===== config.mk =====
export PLATFORM = sky130hd
export DESIGN_NAME = bwp_rx_top
export DESIGN_NICKNAME = d
export VERILOG_FILES = /design/src/hdl/nr_rx_pkg.sv /design/src/hdl/bwp_rx_top.sv /design/src/hdl/antenna_combiner.sv /design/src/hdl/bwp_extractor.sv /design/src/hdl/symbol_tagger.sv
export SDC_FILE = /design/constraint.sdc
export NUM_CORES = 1
export LEC_CHECK = 0
export BUFFER_PORTS_ARGS = -buffer_cell sky130_fd_sc_hd__buf_2
export CAP_MARGIN = 20
export CELL_PAD_IN_SITES_DETAIL_PLACEMENT = 1
export CELL_PAD_IN_SITES_GLOBAL_PLACEMENT = 2
export CORE_MARGIN = 2
export CORE_UTILIZATION = 40
export CTS_CLUSTER_DIAMETER = 40
export DETAILED_ROUTE_END_ITERATION = 6
export PLACE_DENSITY = 0.9
export SKIP_CTS_REPAIR_TIMING = 1
export SLEW_MARGIN = 20
export SYNTH_ARGS = -nofsm -noshare
export SYNTH_HDL_FRONTEND = slang
export SYNTH_SLANG_ARGS = --single-unit

===== constraint.sdc =====
create_clock -name clk_i -period 5 [get_ports clk_i]
set_input_delay 0.25 -clock clk_i [delete_from_list [all_inputs] [get_ports clk_i]]
set_output_delay 0.25 -clock clk_i [all_outputs]
set_load 0.005 [all_outputs]

===== src/hdl/nr_rx_pkg.sv =====
package nr_rx_pkg;

    ////////////////////
    // Array and sample format

    localparam int NUM_ANT  = 2;
    localparam int NFFT     = 8;
    localparam int FFT_LEN  = 2 ** NFFT;
    localparam int IQ_W     = 8;
    // I in the upper half, Q in the lower half
    localparam int IN_DW    = 2 * IQ_W;
    // One extra bit per doubling of the lane count
    localparam int OUT_IQ_W = IQ_W + $clog2(NUM_ANT);
    localparam int OUT_DW   = 2 * OUT_IQ_W;

    ////////////////////
    // Subcarrier windows

    localparam int SYMBOLS_PER_PRB = 12;
    localparam int NUM_PRB         = 20;
    localparam int BWP_LEN         = NUM_PRB * SYMBOLS_PER_PRB;
    localparam int SC_START        = FFT_LEN / 2 - BWP_LEN / 2;
    localparam int SC_END          = SC_START + BWP_LEN;
    localparam int SSS_LEN         = 127;
    localparam int SSS_START       = FFT_LEN / 2 - (SSS_LEN + 1) / 2;
    localparam int PBCH_LEN        = NUM_PRB * SYMBOLS_PER_PRB;
    localparam int PBCH_START      = FFT_LEN / 2 - PBCH_LEN / 2;

    // SS/PBCH block position inside subframe 0
    localparam int PBCH_SYM_FIRST  = 3;
    localparam int PBCH_SYM_LAST   = 5;
    localparam int SSS_SYM         = 4;

    ////////////////////
    // Frame timing and user field

    localparam int SYM_PER_SF          = 14;
    localparam int SUBFRAMES_PER_FRAME = 20;
    localparam int SFN_MAX             = 1023;

    localparam int SFN_W       = $clog2(SFN_MAX + 1);
    localparam int SF_W        = $clog2(SUBFRAMES_PER_FRAME);
    localparam int SYM_W       = $clog2(SYM_PER_SF);
    localparam int BLK_EXP_LEN = 8;

    // {sfn, subframe, symbol, blk_exp} from the top down
    localparam int USER_IN_W  = SFN_W + SF_W + SYM_W + BLK_EXP_LEN;
    localparam int USER_OUT_W = USER_IN_W + 1;

endpackage

===== src/hdl/bwp_rx_top.sv =====
`timescale 1ns/1ps

module bwp_rx_top (
    input  logic                                           clk_i,
    input  logic                                           reset_ni,
    input  logic                                           in_valid,
    input  logic [nr_rx_pkg::NUM_ANT*nr_rx_pkg::IN_DW-1:0] in_data,
    input  logic [nr_rx_pkg::BLK_EXP_LEN-1:0]              in_blk_exp,
    output logic                                           out_valid,
    output logic [nr_rx_pkg::OUT_DW-1:0]                   out_data,
    output logic [nr_rx_pkg::USER_OUT_W-1:0]               out_user,
    output logic                                           out_last,
    output logic                                           pbch_valid,
    output logic                                           sss_valid
);

    localparam int NUM_ANT = nr_rx_pkg::NUM_ANT;
    localparam int IN_DW   = nr_rx_pkg::IN_DW;
    localparam int UW      = nr_rx_pkg::USER_OUT_W;

    logic                            tag_valid;
    logic [NUM_ANT*IN_DW-1:0]        tag_data;
    logic [nr_rx_pkg::USER_IN_W-1:0] tag_user;
    logic                            tag_last;

    logic [NUM_ANT-1:0]       ext_valid;
    logic [NUM_ANT*IN_DW-1:0] ext_data;
    logic [NUM_ANT*UW-1:0]    ext_user;
    logic [NUM_ANT-1:0]       ext_last;
    logic [NUM_ANT-1:0]       ext_pbch;
    logic [NUM_ANT-1:0]       ext_sss;

    symbol_tagger tagger0 (
        .clk_i      (clk_i),
        .reset_ni   (reset_ni),
        .in_valid   (in_valid),
        .in_data    (in_data),
        .in_blk_exp (in_blk_exp),
        .tag_valid  (tag_valid),
        .tag_data   (tag_data),
        .tag_user   (tag_user),
        .tag_last   (tag_last)
    );

    ////////////////////
    // One extractor per antenna

    for (genvar k = 0; k < NUM_ANT; k++) begin : g_lane
        bwp_extractor extractor (
            .clk_i      (clk_i),
            .reset_ni   (reset_ni),
            .in_valid   (tag_valid),
            .in_data    (tag_data[k*IN_DW +: IN_DW]),
            .in_user    (tag_user),
            .in_last    (tag_last),
            .out_valid  (ext_valid[k]),
            .out_data   (ext_data[k*IN_DW +: IN_DW]),
            .out_user   (ext_user[k*UW +: UW]),
            .out_last   (ext_last[k]),
            .pbch_valid (ext_pbch[k]),
            .sss_valid  (ext_sss[k])
        );
    end

    antenna_combiner combiner0 (
        .clk_i      (clk_i),
        .reset_ni   (reset_ni),
        .lane_valid (ext_valid),
        .lane_data  (ext_data),
        .lane_user  (ext_user),
        .lane_last  (ext_last),
        .lane_pbch  (ext_pbch),
        .lane_sss   (ext_sss),
        .out_valid  (out_valid),
        .out_data   (out_data),
        .out_user   (out_user),
        .out_last   (out_last),
        .pbch_valid (pbch_valid),
        .sss_valid  (sss_valid)
    );

endmodule


===== src/hdl/antenna_combiner.sv =====
`timescale 1ns/1ps

module antenna_combiner (
    input  logic                                                clk_i,
    input  logic                                                reset_ni,
    input  logic [nr_rx_pkg::NUM_ANT-1:0]                       lane_valid,
    input  logic [nr_rx_pkg::NUM_ANT*nr_rx_pkg::IN_DW-1:0]      lane_data,
    input  logic [nr_rx_pkg::NUM_ANT*nr_rx_pkg::USER_OUT_W-1:0] lane_user,
    input  logic [nr_rx_pkg::NUM_ANT-1:0]                       lane_last,
    input  logic [nr_rx_pkg::NUM_ANT-1:0]                       lane_pbch,
    input  logic [nr_rx_pkg::NUM_ANT-1:0]                       lane_sss,
    output logic                                                out_valid,
    output logic [nr_rx_pkg::OUT_DW-1:0]                        out_data,
    output logic [nr_rx_pkg::USER_OUT_W-1:0]                    out_user,
    output logic                                                out_last,
    output logic                                                pbch_valid,
    output logic                                                sss_valid
);

    localparam int IQ_W  = nr_rx_pkg::IQ_W;
    localparam int IN_DW = nr_rx_pkg::IN_DW;
    localparam int UW    = nr_rx_pkg::USER_OUT_W;

    logic signed [nr_rx_pkg::OUT_IQ_W-1:0] sum_i;
    logic signed [nr_rx_pkg::OUT_IQ_W-1:0] sum_q;
    logic                                  tags_match;

    ////////////////////
    // Lane sum

    // Signed parts are sign extended into the wider accumulator
    always_comb begin
        sum_i = '0;
        sum_q = '0;
        for (int k = 0; k < nr_rx_pkg::NUM_ANT; k++) begin
            sum_i = sum_i + $signed(lane_data[k*IN_DW + IQ_W +: IQ_W]);
            sum_q = sum_q + $signed(lane_data[k*IN_DW +: IQ_W]);
        end
    end

    // Tags of every lane against lane 0
    always_comb begin
        tags_match = 1'b1;
        for (int k = 1; k < nr_rx_pkg::NUM_ANT; k++) begin
            if (lane_user[k*UW +: UW] != lane_user[UW-1:0] || lane_last[k] != lane_last[0]
                || lane_pbch[k] != lane_pbch[0] || lane_sss[k] != lane_sss[0])
                tags_match = 1'b0;
        end
    end

    ////////////////////
    // Output register

    always_ff @(posedge clk_i) begin
        if (!reset_ni) begin
            out_valid  <= 1'b0;
            out_last   <= 1'b0;
            pbch_valid <= 1'b0;
            sss_valid  <= 1'b0;
        end else begin
            out_valid  <= lane_valid[0];
            out_last   <= lane_last[0];
            pbch_valid <= lane_pbch[0];
            sss_valid  <= lane_sss[0];
        end
    end

    always_ff @(posedge clk_i) begin
        out_data <= {sum_i, sum_q};
        out_user <= lane_user[UW-1:0];
    end

    // Antennas run in lockstep
    assert property (@(posedge clk_i) disable iff (!reset_ni)
        (&lane_valid) || !(|lane_valid));

    assert property (@(posedge clk_i) disable iff (!reset_ni) lane_valid[0] |-> tags_match);

endmodule


===== src/hdl/bwp_extractor.sv =====
`timescale 1ns/1ps

module bwp_extractor (
    input  logic                             clk_i,
    input  logic                             reset_ni,
    input  logic                             in_valid,
    input  logic [nr_rx_pkg::IN_DW-1:0]      in_data,
    input  logic [nr_rx_pkg::USER_IN_W-1:0]  in_user,
    input  logic                             in_last,
    output logic                             out_valid,
    output logic [nr_rx_pkg::IN_DW-1:0]      out_data,
    output logic [nr_rx_pkg::USER_OUT_W-1:0] out_user,
    output logic                             out_last,
    output logic                             pbch_valid,
    output logic                             sss_valid
);

    logic [nr_rx_pkg::NFFT-1:0]  sc_cnt;
    logic [nr_rx_pkg::SYM_W-1:0] sym;
    logic [nr_rx_pkg::SF_W-1:0]  subframe;
    logic                        is_pbch_sym;
    logic                        is_sss_sym;
    logic                        in_bwp;
    logic                        in_pbch_sc;
    logic                        in_sss_sc;

    ////////////////////
    // Decode symbol position

    assign sym      = in_user[nr_rx_pkg::BLK_EXP_LEN +: nr_rx_pkg::SYM_W];
    assign subframe = in_user[nr_rx_pkg::BLK_EXP_LEN + nr_rx_pkg::SYM_W +: nr_rx_pkg::SF_W];

    assign is_pbch_sym = (subframe == '0) && (sym >= nr_rx_pkg::PBCH_SYM_FIRST)
                         && (sym <= nr_rx_pkg::PBCH_SYM_LAST);
    assign is_sss_sym  = (subframe == '0) && (sym == nr_rx_pkg::SSS_SYM);

    assign in_bwp     = (sc_cnt >= nr_rx_pkg::SC_START) && (sc_cnt <= nr_rx_pkg::SC_END - 1);
    assign in_pbch_sc = (sc_cnt >= nr_rx_pkg::PBCH_START)
                        && (sc_cnt <= nr_rx_pkg::PBCH_START + nr_rx_pkg::PBCH_LEN - 1);
    assign in_sss_sc  = (sc_cnt >= nr_rx_pkg::SSS_START)
                        && (sc_cnt <= nr_rx_pkg::SSS_START + nr_rx_pkg::SSS_LEN - 1);

    // Subcarrier index, realigned by in_last
    always_ff @(posedge clk_i) begin
        if (!reset_ni) begin
            sc_cnt <= '0;
        end else if (in_valid) begin
            sc_cnt <= in_last ? '0 : sc_cnt + 1'b1;
        end
    end

    ////////////////////
    // Output register

    always_ff @(posedge clk_i) begin
        if (!reset_ni) begin
            out_valid  <= 1'b0;
            out_last   <= 1'b0;
            pbch_valid <= 1'b0;
            sss_valid  <= 1'b0;
        end else begin
            out_valid  <= in_valid && in_bwp;
            out_last   <= in_valid && (sc_cnt == nr_rx_pkg::SC_END - 1);
            pbch_valid <= in_valid && is_pbch_sym && in_pbch_sc;
            sss_valid  <= in_valid && is_sss_sym && in_sss_sc;
        end
    end

    always_ff @(posedge clk_i) begin
        out_data <= in_data;
        out_user <= {in_user, is_pbch_sym};
    end

    // Tagger and extractor agree on where a symbol ends
    assert property (@(posedge clk_i) disable iff (!reset_ni)
        (in_valid && in_last) |-> (sc_cnt == nr_rx_pkg::FFT_LEN - 1));

endmodule


===== src/hdl/symbol_tagger.sv =====
`timescale 1ns/1ps

module symbol_tagger (
    input  logic                                           clk_i,
    input  logic                                           reset_ni,
    input  logic                                           in_valid,
    input  logic [nr_rx_pkg::NUM_ANT*nr_rx_pkg::IN_DW-1:0] in_data,
    input  logic [nr_rx_pkg::BLK_EXP_LEN-1:0]              in_blk_exp,
    output logic                                           tag_valid,
    output logic [nr_rx_pkg::NUM_ANT*nr_rx_pkg::IN_DW-1:0] tag_data,
    output logic [nr_rx_pkg::USER_IN_W-1:0]                tag_user,
    output logic                                           tag_last
);

    logic [nr_rx_pkg::NFFT-1:0]        sample_cnt;
    logic [nr_rx_pkg::SYM_W-1:0]       sym_cnt;
    logic [nr_rx_pkg::SF_W-1:0]        sf_cnt;
    logic [nr_rx_pkg::SFN_W-1:0]       sfn_cnt;
    logic [nr_rx_pkg::BLK_EXP_LEN-1:0] blk_exp_q;
    logic [nr_rx_pkg::BLK_EXP_LEN-1:0] blk_exp_cur;
    logic                              sym_end;

    assign sym_end = (sample_cnt == nr_rx_pkg::FFT_LEN - 1);

    // First sample of a symbol carries its own exponent
    assign blk_exp_cur = (sample_cnt == '0) ? in_blk_exp : blk_exp_q;

    ////////////////////
    // Frame counters

    always_ff @(posedge clk_i) begin
        if (!reset_ni) begin
            sample_cnt <= '0;
            sym_cnt    <= '0;
            sf_cnt     <= '0;
            sfn_cnt    <= '0;
        end else if (in_valid) begin
            sample_cnt <= sym_end ? '0 : sample_cnt + 1'b1;
            if (sym_end) begin
                if (sym_cnt == nr_rx_pkg::SYM_PER_SF - 1) begin
                    sym_cnt <= '0;
                    if (sf_cnt == nr_rx_pkg::SUBFRAMES_PER_FRAME - 1) begin
                        sf_cnt  <= '0;
                        sfn_cnt <= (sfn_cnt == nr_rx_pkg::SFN_MAX) ? '0 : sfn_cnt + 1'b1;
                    end else begin
                        sf_cnt <= sf_cnt + 1'b1;
                    end
                end else begin
                    sym_cnt <= sym_cnt + 1'b1;
                end
            end
        end
    end

    always_ff @(posedge clk_i) begin
        if (in_valid && sample_cnt == '0)
            blk_exp_q <= in_blk_exp;
    end

    ////////////////////
    // Output register

    always_ff @(posedge clk_i) begin
        if (!reset_ni) begin
            tag_valid <= 1'b0;
            tag_last  <= 1'b0;
        end else begin
            tag_valid <= in_valid;
            tag_last  <= in_valid && sym_end;
        end
    end

    always_ff @(posedge clk_i) begin
        tag_data <= in_data;
        tag_user <= {sfn_cnt, sf_cnt, sym_cnt, blk_exp_cur};
    end

    // A symbol ends only on a real sample
    assert property (@(posedge clk_i) disable iff (!reset_ni) tag_last |-> tag_valid);

endmodule


# ---- Yosys cells after proc, flatten, opt, wreduce, memory -nomap -nowiden
# Index checks and enable logic that the tools add are counted.
dict set report word_totals {
  reg_bits 218
  latch_bits 0
  mem_bits_rw 0
  romBits 0
  inputBits 43
  output_inout_bits 50
  elab_cells 66
  n_memories 0
}
dict set report classes {
  add_sub_neg 7
  mul 0
  div_mod_pow 0
  order_cmp 6
  n_eq_ne 6
  n_shift 0
  muxes 6
  n_bitwise 0
  reduce_logical 18
}
# cell count
set op_table {}
lappend op_table {{$mux W8} 3}
lappend op_table {{$add A8 B8 Y9} 2}
lappend op_table {{$add A8 B1 Y8 const B} 2}
lappend op_table {{$eq A8 B8 Y1 const B} 2}
lappend op_table {{$le A8 B8 Y1 const B} 2}
lappend op_table {{$logic_and A1 B1 Y1} 13}
lappend op_table {{$add A10 B1 Y10 const B} 1}
lappend op_table {{$eq A10 B10 Y1 const B} 1}
lappend op_table {{$mux W10} 1}
lappend op_table {{$ge A8 B4 Y1 const B} 1}
lappend op_table {{$ge A8 B7 Y1 const B} 1}
lappend op_table {{$logic_not A8 Y1} 1}
lappend op_table {{$add A5 B1 Y5 const B} 1}
lappend op_table {{$eq A5 B5 Y1 const B} 1}
lappend op_table {{$logic_not A5 Y1} 1}
lappend op_table {{$mux W5} 1}
lappend op_table {{$add A4 B1 Y4 const B} 1}
lappend op_table {{$eq A4 B3 Y1 const B} 1}
lappend op_table {{$eq A4 B4 Y1 const B} 1}
lappend op_table {{$ge A4 B2 Y1 const B} 1}
lappend op_table {{$le A4 B3 Y1 const B} 1}
lappend op_table {{$mux W4} 1}
lappend op_table {{$reduce_and A4 Y1} 1}
lappend op_table {{$reduce_and A3 Y1} 1}
lappend op_table {{$reduce_and A2 Y1} 1}

# ---- Logic depth before layout (Yosys ltp)
# Gate-level depths: netlist (run 1).
dict set report logic_depth {
  ltp_word 5
  ltp_mapped 8
  depth_no_buf 8
}

# ---- Cells and area by module
# A second synthesis (run 1) with hierarchy kept.
dict set report unflattened {
  cells_unflattened 592
  hier_area_um2 7543.5
}
# module n_inst cells_each area_per_inst_um2 seq_area_each_um2
set modules_own_cells {}
lappend modules_own_cells {symbol_tagger 1 245 2966.6 2001.9}
lappend modules_own_cells {bwp_extractor 2 112 1471.4 1121.1}
lappend modules_own_cells {antenna_combiner 1 123 1634.1 1001.0}

# ---- Worst setup path before layout (run 1)
# No wires, ideal clock.
dict set report synth_timing {
  path_type {reg-to-reg}
  startpoint {reg tagger0.sample_cnt[0] (netlist bit)}
  endpoint {reg tagger0.sfn_cnt[8] (netlist bit)}
  setup_ns 0.070
  t_arrival_ns 1.883
  required_time_ns 4.930
  setup_slack_ns 3.047
  path_stages_with_launch 8
  n_path_buf 1
  period_less_slack_ns 1.953
  cell_sequence {dfxtp_1 -> ha_1 -> nand4_4 -> nor4_4 -> nand2b_1 -> buf_2 -> or4_1 -> a21boi_1}
}
dict set report synth_via {
  elab_chain_len 2
}
# item line
set synth_lines {}
lappend synth_lines {{start, declared} symbol_tagger.sv:15} ;# logic [nr_rx_pkg::NFFT-1:0] sample_cnt;
lappend synth_lines {{start signal, assigned} symbol_tagger.sv:38} ;# sample_cnt <= sym_end ? '0 : sample_cnt + 1'b1;
lappend synth_lines {{$eq A8 B8 Y1} symbol_tagger.sv:23} ;# assign sym_end = (sample_cnt == nr_rx_pkg::FFT_LEN - 1);
lappend synth_lines {{$reduce_and A4 Y1 (no line)} --}
lappend synth_lines {{end signal, assigned} symbol_tagger.sv:44} ;# sfn_cnt <= (sfn_cnt == nr_rx_pkg::SFN_MAX) ? '0 : sfn_cnt + 1'b1;
lappend synth_lines {{end, declared} symbol_tagger.sv:18} ;# logic [nr_rx_pkg::SFN_W-1:0] sfn_cnt;
# Every way passes these cells.
# A chain may end at the register's enable or synchronous reset.

# ---- Worst setup path in the final report (run 1)
# Same ends and word-level chain as after synthesis.

==> results.yml, run 1 <==
setup_path:
  path_delay_family: "simple AND/OR/NAND/NOR gates"
  path_max_fanout: 9
  crit_path_top_delay_cell: "or4_1"
  path_buf_inv: 0
  critPathArrivalTime_ns: 2.65
  slowest_delay_ns: 0.46
  rr_startpoint: "tagger0.sample_cnt[0]$_SDFFE_PN0P_"
  worstPathCellList: "ha_1, nand4_4, nor4_4, nand2b_1, or4_1, a21boi_1"
  reg2reg_to: "tagger0.sfn_cnt[8]$_SDFFE_PN0P_"
  cp.required_ns: 5.44
  startpoint_type: "register"
  path_class: "register to register"
  r2r_setup_slack_ns: 2.80
  critPathCaptureType: "register"
  worstRegToRegCells: 6
logic_synthesis:
  synth_edf_count: 8
  yosysSeqAreaShare_pct: 70.48
  syn_avg_cell_area_sq_um: 12.87
  syn_area_sq_um: 6306
  synth_area_leader_cell: "dfxtp_1"
  ys_async_sr_fraction_pct: 0
  synth-main-ff-cell: "dfxtp_1"
  syn_inst: 490
  ys_warn_count: 0
  ys_types: 48
  syn-num-nets: 557
  synth_top_area_share_pct: 66.67
  ys_top_cells_by_area: "dfxtp_1 67%, ha_1 4.4%, edfxtp_1 3.8%"
  ys_ff_latch: 218
sta:
  min_period_ns: 2.204
  rsz0062_at_grt: "no"
  final-max-slew-violation-count: 0
  slew_headroom_pct: 57.34
  fmax_mhz: 453.7
  post-route-period-util_pct: 44.09
  finalHoldViolCount: 0
  setup_violations: 0
  tightest_slew_ns: 0.6332
  finalSetupTns_ns: 0
  skew_ns: 0.01283
min_path:
  hold_depth: 2
  min_path_type: "primary input to register"
  holdPathEnd: "tagger0.tag_valid$_SDFF_PN0_"
  hp-start: "in_valid"
drt:
  drc: 0
  detail_route.first_pass.iterations: 4
  antenna_left: 0
  post_drt_wl_per_cell_um: 15.27
  wl_um: 13360
  drtIter0Drc: 144
  routed-via-count: 3994
  via_per_inst: 4.565
layout:
  antenna_cells: 0
  drive_gt1_share_pct: 22.59
  fillers: 1597
  utilization_pct: 54.38
  fin_nets: 711
  area_growth_pct: 32.06
global_routing:
  grt_overflow: 0
  antenna_found_initial: 0
  grt_pass1_wl_um: 19430
  track_usage_pct: 14.47
  grt_pass1_vias: 4106
  grt_max_degree: 26
die:
  die_x_um: 129.6
  fp.dieH_um: 129.6
  rows: 45
  coreArea_sq_um: 15310
  io-pin-count: 93
  start_util_pct: 41.18
  die-area_sq_um: 16790
cts:
  htree_levels: 1
  cts_buffer_depth: 3
  cts-root-buf: "clkbuf_16"
  numCtsBuffers: 26
  cts_num_sinks: 218
  cts_tree: "built"
  clock_latency_ns: 0.52
  clk_pin_slew_ns: 0.06
power_and_ir_drop:
  irDropWorstVdd_mv: 0.3145
  power_density_nw_per_um2: 480.7
  leakagePower_nw: 3.560
placement:
  dp_hpwl_um: 8329
  port_buffers: 92
  gp_routability_congestion: 0.7908
job:
  max_cap_viol_count: 0
status:
  status: "finished clean"
[sequential cells by signal, indices dropped and copies added, names as in the netlist]
signal,cells
tagger0.sfn_cnt,10
g_lane.extractor.out_last,1
g_lane.extractor.out_data,32
tagger0.sample_cnt,8
tagger0.tag_last,1
combiner0.out_user,28
tagger0.sf_cnt,5
tagger0.tag_valid,1
combiner0.pbch_valid,1
tagger0.tag_user,27
g_lane.extractor.sss_valid,1
g_lane.extractor.out_user,28
g_lane.extractor.out_valid,1
combiner0.out_last,1
tagger0.sym_cnt,4
g_lane.extractor.sc_cnt,8
combiner0.sss_valid,1
g_lane.extractor.pbch_valid,1
combiner0.out_valid,1
tagger0.blk_exp_q,8
combiner0.out_data,18
tagger0.tag_data,32
[how the worst max path moves through the flow]
stage                                                  start                               to  slack, ns  depth (start not counted)
final                     tagger0.sample_cnt[0]$_SDFFE_PN0P_  tagger0.sfn_cnt[8]$_SDFFE_PN0P_       2.80                          6
after CTS                 tagger0.sample_cnt[0]$_SDFFE_PN0P_  tagger0.sfn_cnt[8]$_SDFFE_PN0P_       2.77                          6
after global placement    tagger0.sample_cnt[0]$_SDFFE_PN0P_  tagger0.sfn_cnt[8]$_SDFFE_PN0P_       2.91                          6
after detailed placement  tagger0.sample_cnt[0]$_SDFFE_PN0P_  tagger0.sfn_cnt[8]$_SDFFE_PN0P_       2.81                          6
after floorplan           tagger0.sample_cnt[0]$_SDFFE_PN0P_  tagger0.sfn_cnt[8]$_SDFFE_PN0P_       3.05                          7
after global routing      tagger0.sample_cnt[0]$_SDFFE_PN0P_  tagger0.sfn_cnt[8]$_SDFFE_PN0P_       2.61                          6
[kinds of logic (layout without fill, tap and decap cells)]
family                     Yosys count  count (layout)  share of synthesized area [%]
DFF                                218             218                          70.48
and+or+nand+nor                    125             125                          10.99
AOI/OAI and AO/OA                   66              66                          6.488
xor gates and xnor gates            27              27                          3.750
adders and majority gates           24              24                          5.000
buffers and inverters               18             192                          1.230
muxes                               12              12                          2.064
[cell type report]
type | instances | area (sq um) | share of cell area, %
Sequential cell | 218 | 4444 | 53.37
Multi-Input combinational cell | 254 | 1784 | 21.42
Timing Repair Buffer | 132 | 860.8 | 10.34
Clock buffer | 34 | 764.5 | 9.180
Tap cell | 211 | 264.0 | 3.170
Clock inverter | 14 | 165.2 | 1.983
Inverter | 12 | 45.04 | 0.5409
[through the flow]
step / cell area, sq um / setup slack, ns / hold WS, ns / cells / power, mW
finish: 8328 / 2.796 / 0.08580 / 875 / 4.003
global route: 8328 / 2.609 / 0.08416 / 875 / 4.172
CTS: 7928 / 2.772 / -0.1927 / 835 / 4.026
detailed placement: 6998 / 2.810 / 0.3132 / 787 / 2.080
global placement: 6998 / 2.911 / 0.3102 / 787 / 2.065
floorplan: 6306 / 3.047 / 0.2777 / 490 / 1.993
[metal layers]
| metal | wire [um] | vias to the layer above | global-route usage (%) |
|---|---|---|---|
| met4 | 352 | 0 | 5.123 |
| met3 | 523 | 26 | 3.633 |
| met1 | 5146 | 1898 | 15.65 |
| li1 | - | 1986 | - |
| met5 | 0 | - | 0 |
| met2 | 7338 | 84 | 27.23 |
[where the power goes]
group / internal (mW) / switching, mW
Clock: 1.20 / 0.734
Combinational: 0.106 / 0.0907
Sequential: 1.84 / 0.0317
Total: 3.15 / 0.856
[cell usage after synthesis (3+ instances only)]
cell type,number
a211oi_1,3
a21boi_0,4
a21o_1,3
a21oi_1,14
a31oi_1,5
and2_1,8
and3_1,4
clkbuf_1,3
dfxtp_1,210
edfxtp_1,8
ha_1,22
inv_1,11
mux2_2,8
mux2i_1,4
nand2_1,29
nand2b_1,3
nand3_1,7
nand4_1,6
nor2_1,34
nor2b_1,5
nor3_1,5
o21a_1,4
o21ai_0,18
o21bai_1,5
o22ai_1,3
or3_1,6
or4_1,4
xnor2_1,12
xor2_1,15
[placed cells by master, fill, tap and decap left out, types with 3 or more instances in the layout]
| cell | count |
|---|---|
| nor2_1 | 34 |
| o22ai_1 | 3 |
| clkinv_4 | 4 |
| nand2b_1 | 3 |
| xor2_1 | 15 |
| a211oi_1 | 3 |
| ha_1 | 22 |
| dlygate4sd3_1 | 40 |
| dfxtp_1 | 210 |
| clkbuf_1 | 3 |
| and2_1 | 8 |
| or3_1 | 6 |
| clkbuf_16 | 29 |
| nor2b_1 | 5 |
| xnor2_1 | 12 |
| buf_2 | 92 |
| a21o_1 | 3 |
| o21ai_0 | 18 |
| o21a_1 | 4 |
| o21bai_1 | 5 |
| inv_1 | 11 |
| nor3_1 | 5 |
| nand2_1 | 29 |
| a31oi_1 | 5 |
| and3_1 | 4 |
| mux2_2 | 8 |
| or4_1 | 4 |
| mux2i_1 | 4 |
| a21oi_1 | 14 |
| edfxtp_1 | 8 |
| a21boi_0 | 4 |
| nand4_1 | 6 |
| nand3_1 | 7 |
Note: power is estimated with default switching activity, not from simulation.
==> run 2, diff against run 1 <==
--- a/config.mk
+++ b/config.mk
@@ -10,10 +10,10 @@
 export CELL_PAD_IN_SITES_DETAIL_PLACEMENT = 1
 export CELL_PAD_IN_SITES_GLOBAL_PLACEMENT = 2
 export CORE_MARGIN = 2
-export CORE_UTILIZATION = 40
+export CORE_UTILIZATION = 34
 export CTS_CLUSTER_DIAMETER = 40
 export DETAILED_ROUTE_END_ITERATION = 6
-export PLACE_DENSITY = 0.9
+export PLACE_DENSITY = 0.83
 export SKIP_CTS_REPAIR_TIMING = 1
 export SLEW_MARGIN = 20
 export SYNTH_ARGS = -nofsm -noshare
==> constraint.sdc (replaced) <==
create_clock -name clk_i -period 1.8 [get_ports clk_i]
set_input_delay 0.09 -clock clk_i [delete_from_list [all_inputs] [get_ports clk_i]]
set_output_delay 0.09 -clock clk_i [all_outputs]
set_load 0.005 [all_outputs]
==> results.yml, run 2 (same netlist as run 1, synthesis figures left out) <==
status:
  status: "complete, but fails checks"
  failed_checks: "setup timing"
global_routing:
  grt_pass1_wl_um: 20670
  grt_use_met3_pct: 3.419
  grt_max_degree: 25
  track_usage_pct: 12.67
  grtUsageMet2_pct: 23.79
  met1_usage_pct: 13.75
  grt_overflow: 0
  grt_pass1_vias: 4362
  gr-max-usage-layer: "met2"
  antenna_found_initial: 0
setup_path:
  worstRegToRegCells: 7
  startpoint_type: "register"
  rr_startpoint: "tagger0.sf_cnt[1]$_SDFFE_PN0P_"
  critPathArrivalTime_ns: 2.27
  reg2reg_to: "tagger0.sfn_cnt[2]$_SDFFE_PN0P_"
  r2r_setup_slack_ns: -0.06
  path_class: "register to register"
  path_max_fanout: 7
  crit_path_start: "tagger0.sf_cnt[1]$_SDFFE_PN0P_"
  critPathCaptureType: "register"
  cp-endpoint: "tagger0.sfn_cnt[2]$_SDFFE_PN0P_"
  cp.required_ns: 2.21
sta:
  post-route-period-util_pct: 103.3
  tightest_slew_ns: 0.3416
  min_period_ns: 1.860
  fin_ws_ns: -0.06023
  skew_ns: 0.01156
  final.hold.worst_slack_ns: 0.2050
  setup_violations: 5
  fmax_mhz: 537.6
  finalHoldViolCount: 0
  slew_headroom_pct: 77.09
  final-max-slew-violation-count: 0
  rsz0062_at_grt: "yes"
die:
  die-area_sq_um: 19650
  fp.dieH_um: 140.2
  die_x_um: 140.2
  coreArea_sq_um: 18090
  start_util_pct: 34.87
  rows: 49
  io-pin-count: 93
min_path:
  min_path_type: "primary input to register"
layout:
  final_common_cell: "dfxtp_1"
  antenna_cells: 0
  final_cell_mix: "201 x dfxtp_1, 92 x buf_2, 42 x dlygate4sd3_1"
  drive_gt1_share_pct: 30.07
  area_growth_pct: 38.53
  utilization_pct: 48.30
  fin_area_sq_um: 8736
  stdcell_count: 934
  reg_top3: "g_lane.extractor.out_data x32, tagger0.tag_data x32"
  fin_nets: 750
drt:
  routed-via-count: 4211
  drc: 0
  antenna_left: 0
  post_drt_wl_per_cell_um: 14.34
  wl_um: 13390
  drtIter0Drc: 110
  detail_route.first_pass.iterations: 4
  via_per_inst: 4.509
cts:
  cts_buffer_depth: 3
  cts_tree: "built"
  htree_levels: 1
  numCtsBuffers: 29
  cts-root-buf: "clkbuf_16"
  clk_pin_slew_ns: 0.06
  cts_num_sinks: 218
  clock_latency_ns: 0.52
placement:
  dp_cells: 830
  port_buffers: 92
  place_ws_ns: -0.1020
  dp_hpwl_um: 8624
  gp_routability_congestion: 0.7595
  dpl-instance-area_sq_um: 7241
power_and_ir_drop:
  irDropWorstVdd_mv: 0.6939
  power_density_nw_per_um2: 1276
  leakagePower_nw: 3.792
job:
  max_cap_viol_count: 0
-- run 2: changes by cell type in the layout (fill, tap and decap cells not counted), moves of 3 or more --
cell        previous run  this run
o21ai_1                0         3
dfxtp_2                0         8
o21ai_0               18        15
clkinvlp_4             2         6
buf_4                  0        32
ha_1                  22        19
clkinv_4               4         1
clkinv_2               2         5
dfxtp_1              210       201
-- run 2: per-stage QoR --
step / power (mW) / setup TNS [ns]
floorplan: 5.540 / -0.1046
global placement: 5.770 / -0.03104
detailed placement: 5.803 / -0.4885
CTS: 11.23 / -0.7055
global route: 11.60 / -0.5246
finish: 11.14 / -0.09920
-- run 2: how the worst min path moves through the flow --
stage           startpoint                           end  depth (start not counted)
2_1_floorplan   in_data[0]   tagger0.tag_data[0]$_DFF_P_                          0
3_3_place_gp   in_data[22]  tagger0.tag_data[22]$_DFF_P_                          1
3_5_place_dp   in_data[13]  tagger0.tag_data[13]$_DFF_P_                          1
4_1_cts        in_data[19]  tagger0.tag_data[19]$_DFF_P_                          1
5_1_grt         in_data[5]   tagger0.tag_data[5]$_DFF_P_                          2
6_report        in_data[5]   tagger0.tag_data[5]$_DFF_P_                          2
-- run 2: per-layer routing --
layer  wire [um]  up-vias
li1            -     2071
met1        5428     2031
met2        7052       84
met3         603       25
met4         308        0
met5           0        -
-- run 2: worst max-delay path: stages, from the launching register on --
cell and delay, ns:
dfxtp_2 0.35, ha_4 0.13, or4bb_4 0.48, nor4_4 0.28, buf_6 0.16, nand2_4 0.06, xnor2_2 0.13, and2_1 0.15
-- run 2: report_power, final --
| group | switching (mW) | internal [mW] |
|---|---|---|
| Sequential | 0.0810 | 5.11 |
| Combinational | 0.259 | 0.325 |
| Clock | 2.17 | 3.20 |
| Total | 2.51 | 8.64 |
-- run 2: final cells by class --
cell class	instances	area, sq um
sequential	218	4458
tap	229	286.5
multi-input combinational	254	1863
clock buffer	32	747.0
inverter	12	45.04
clock inverter	21	183.9
timing repair buffer	168	1152
fill	1869	9350
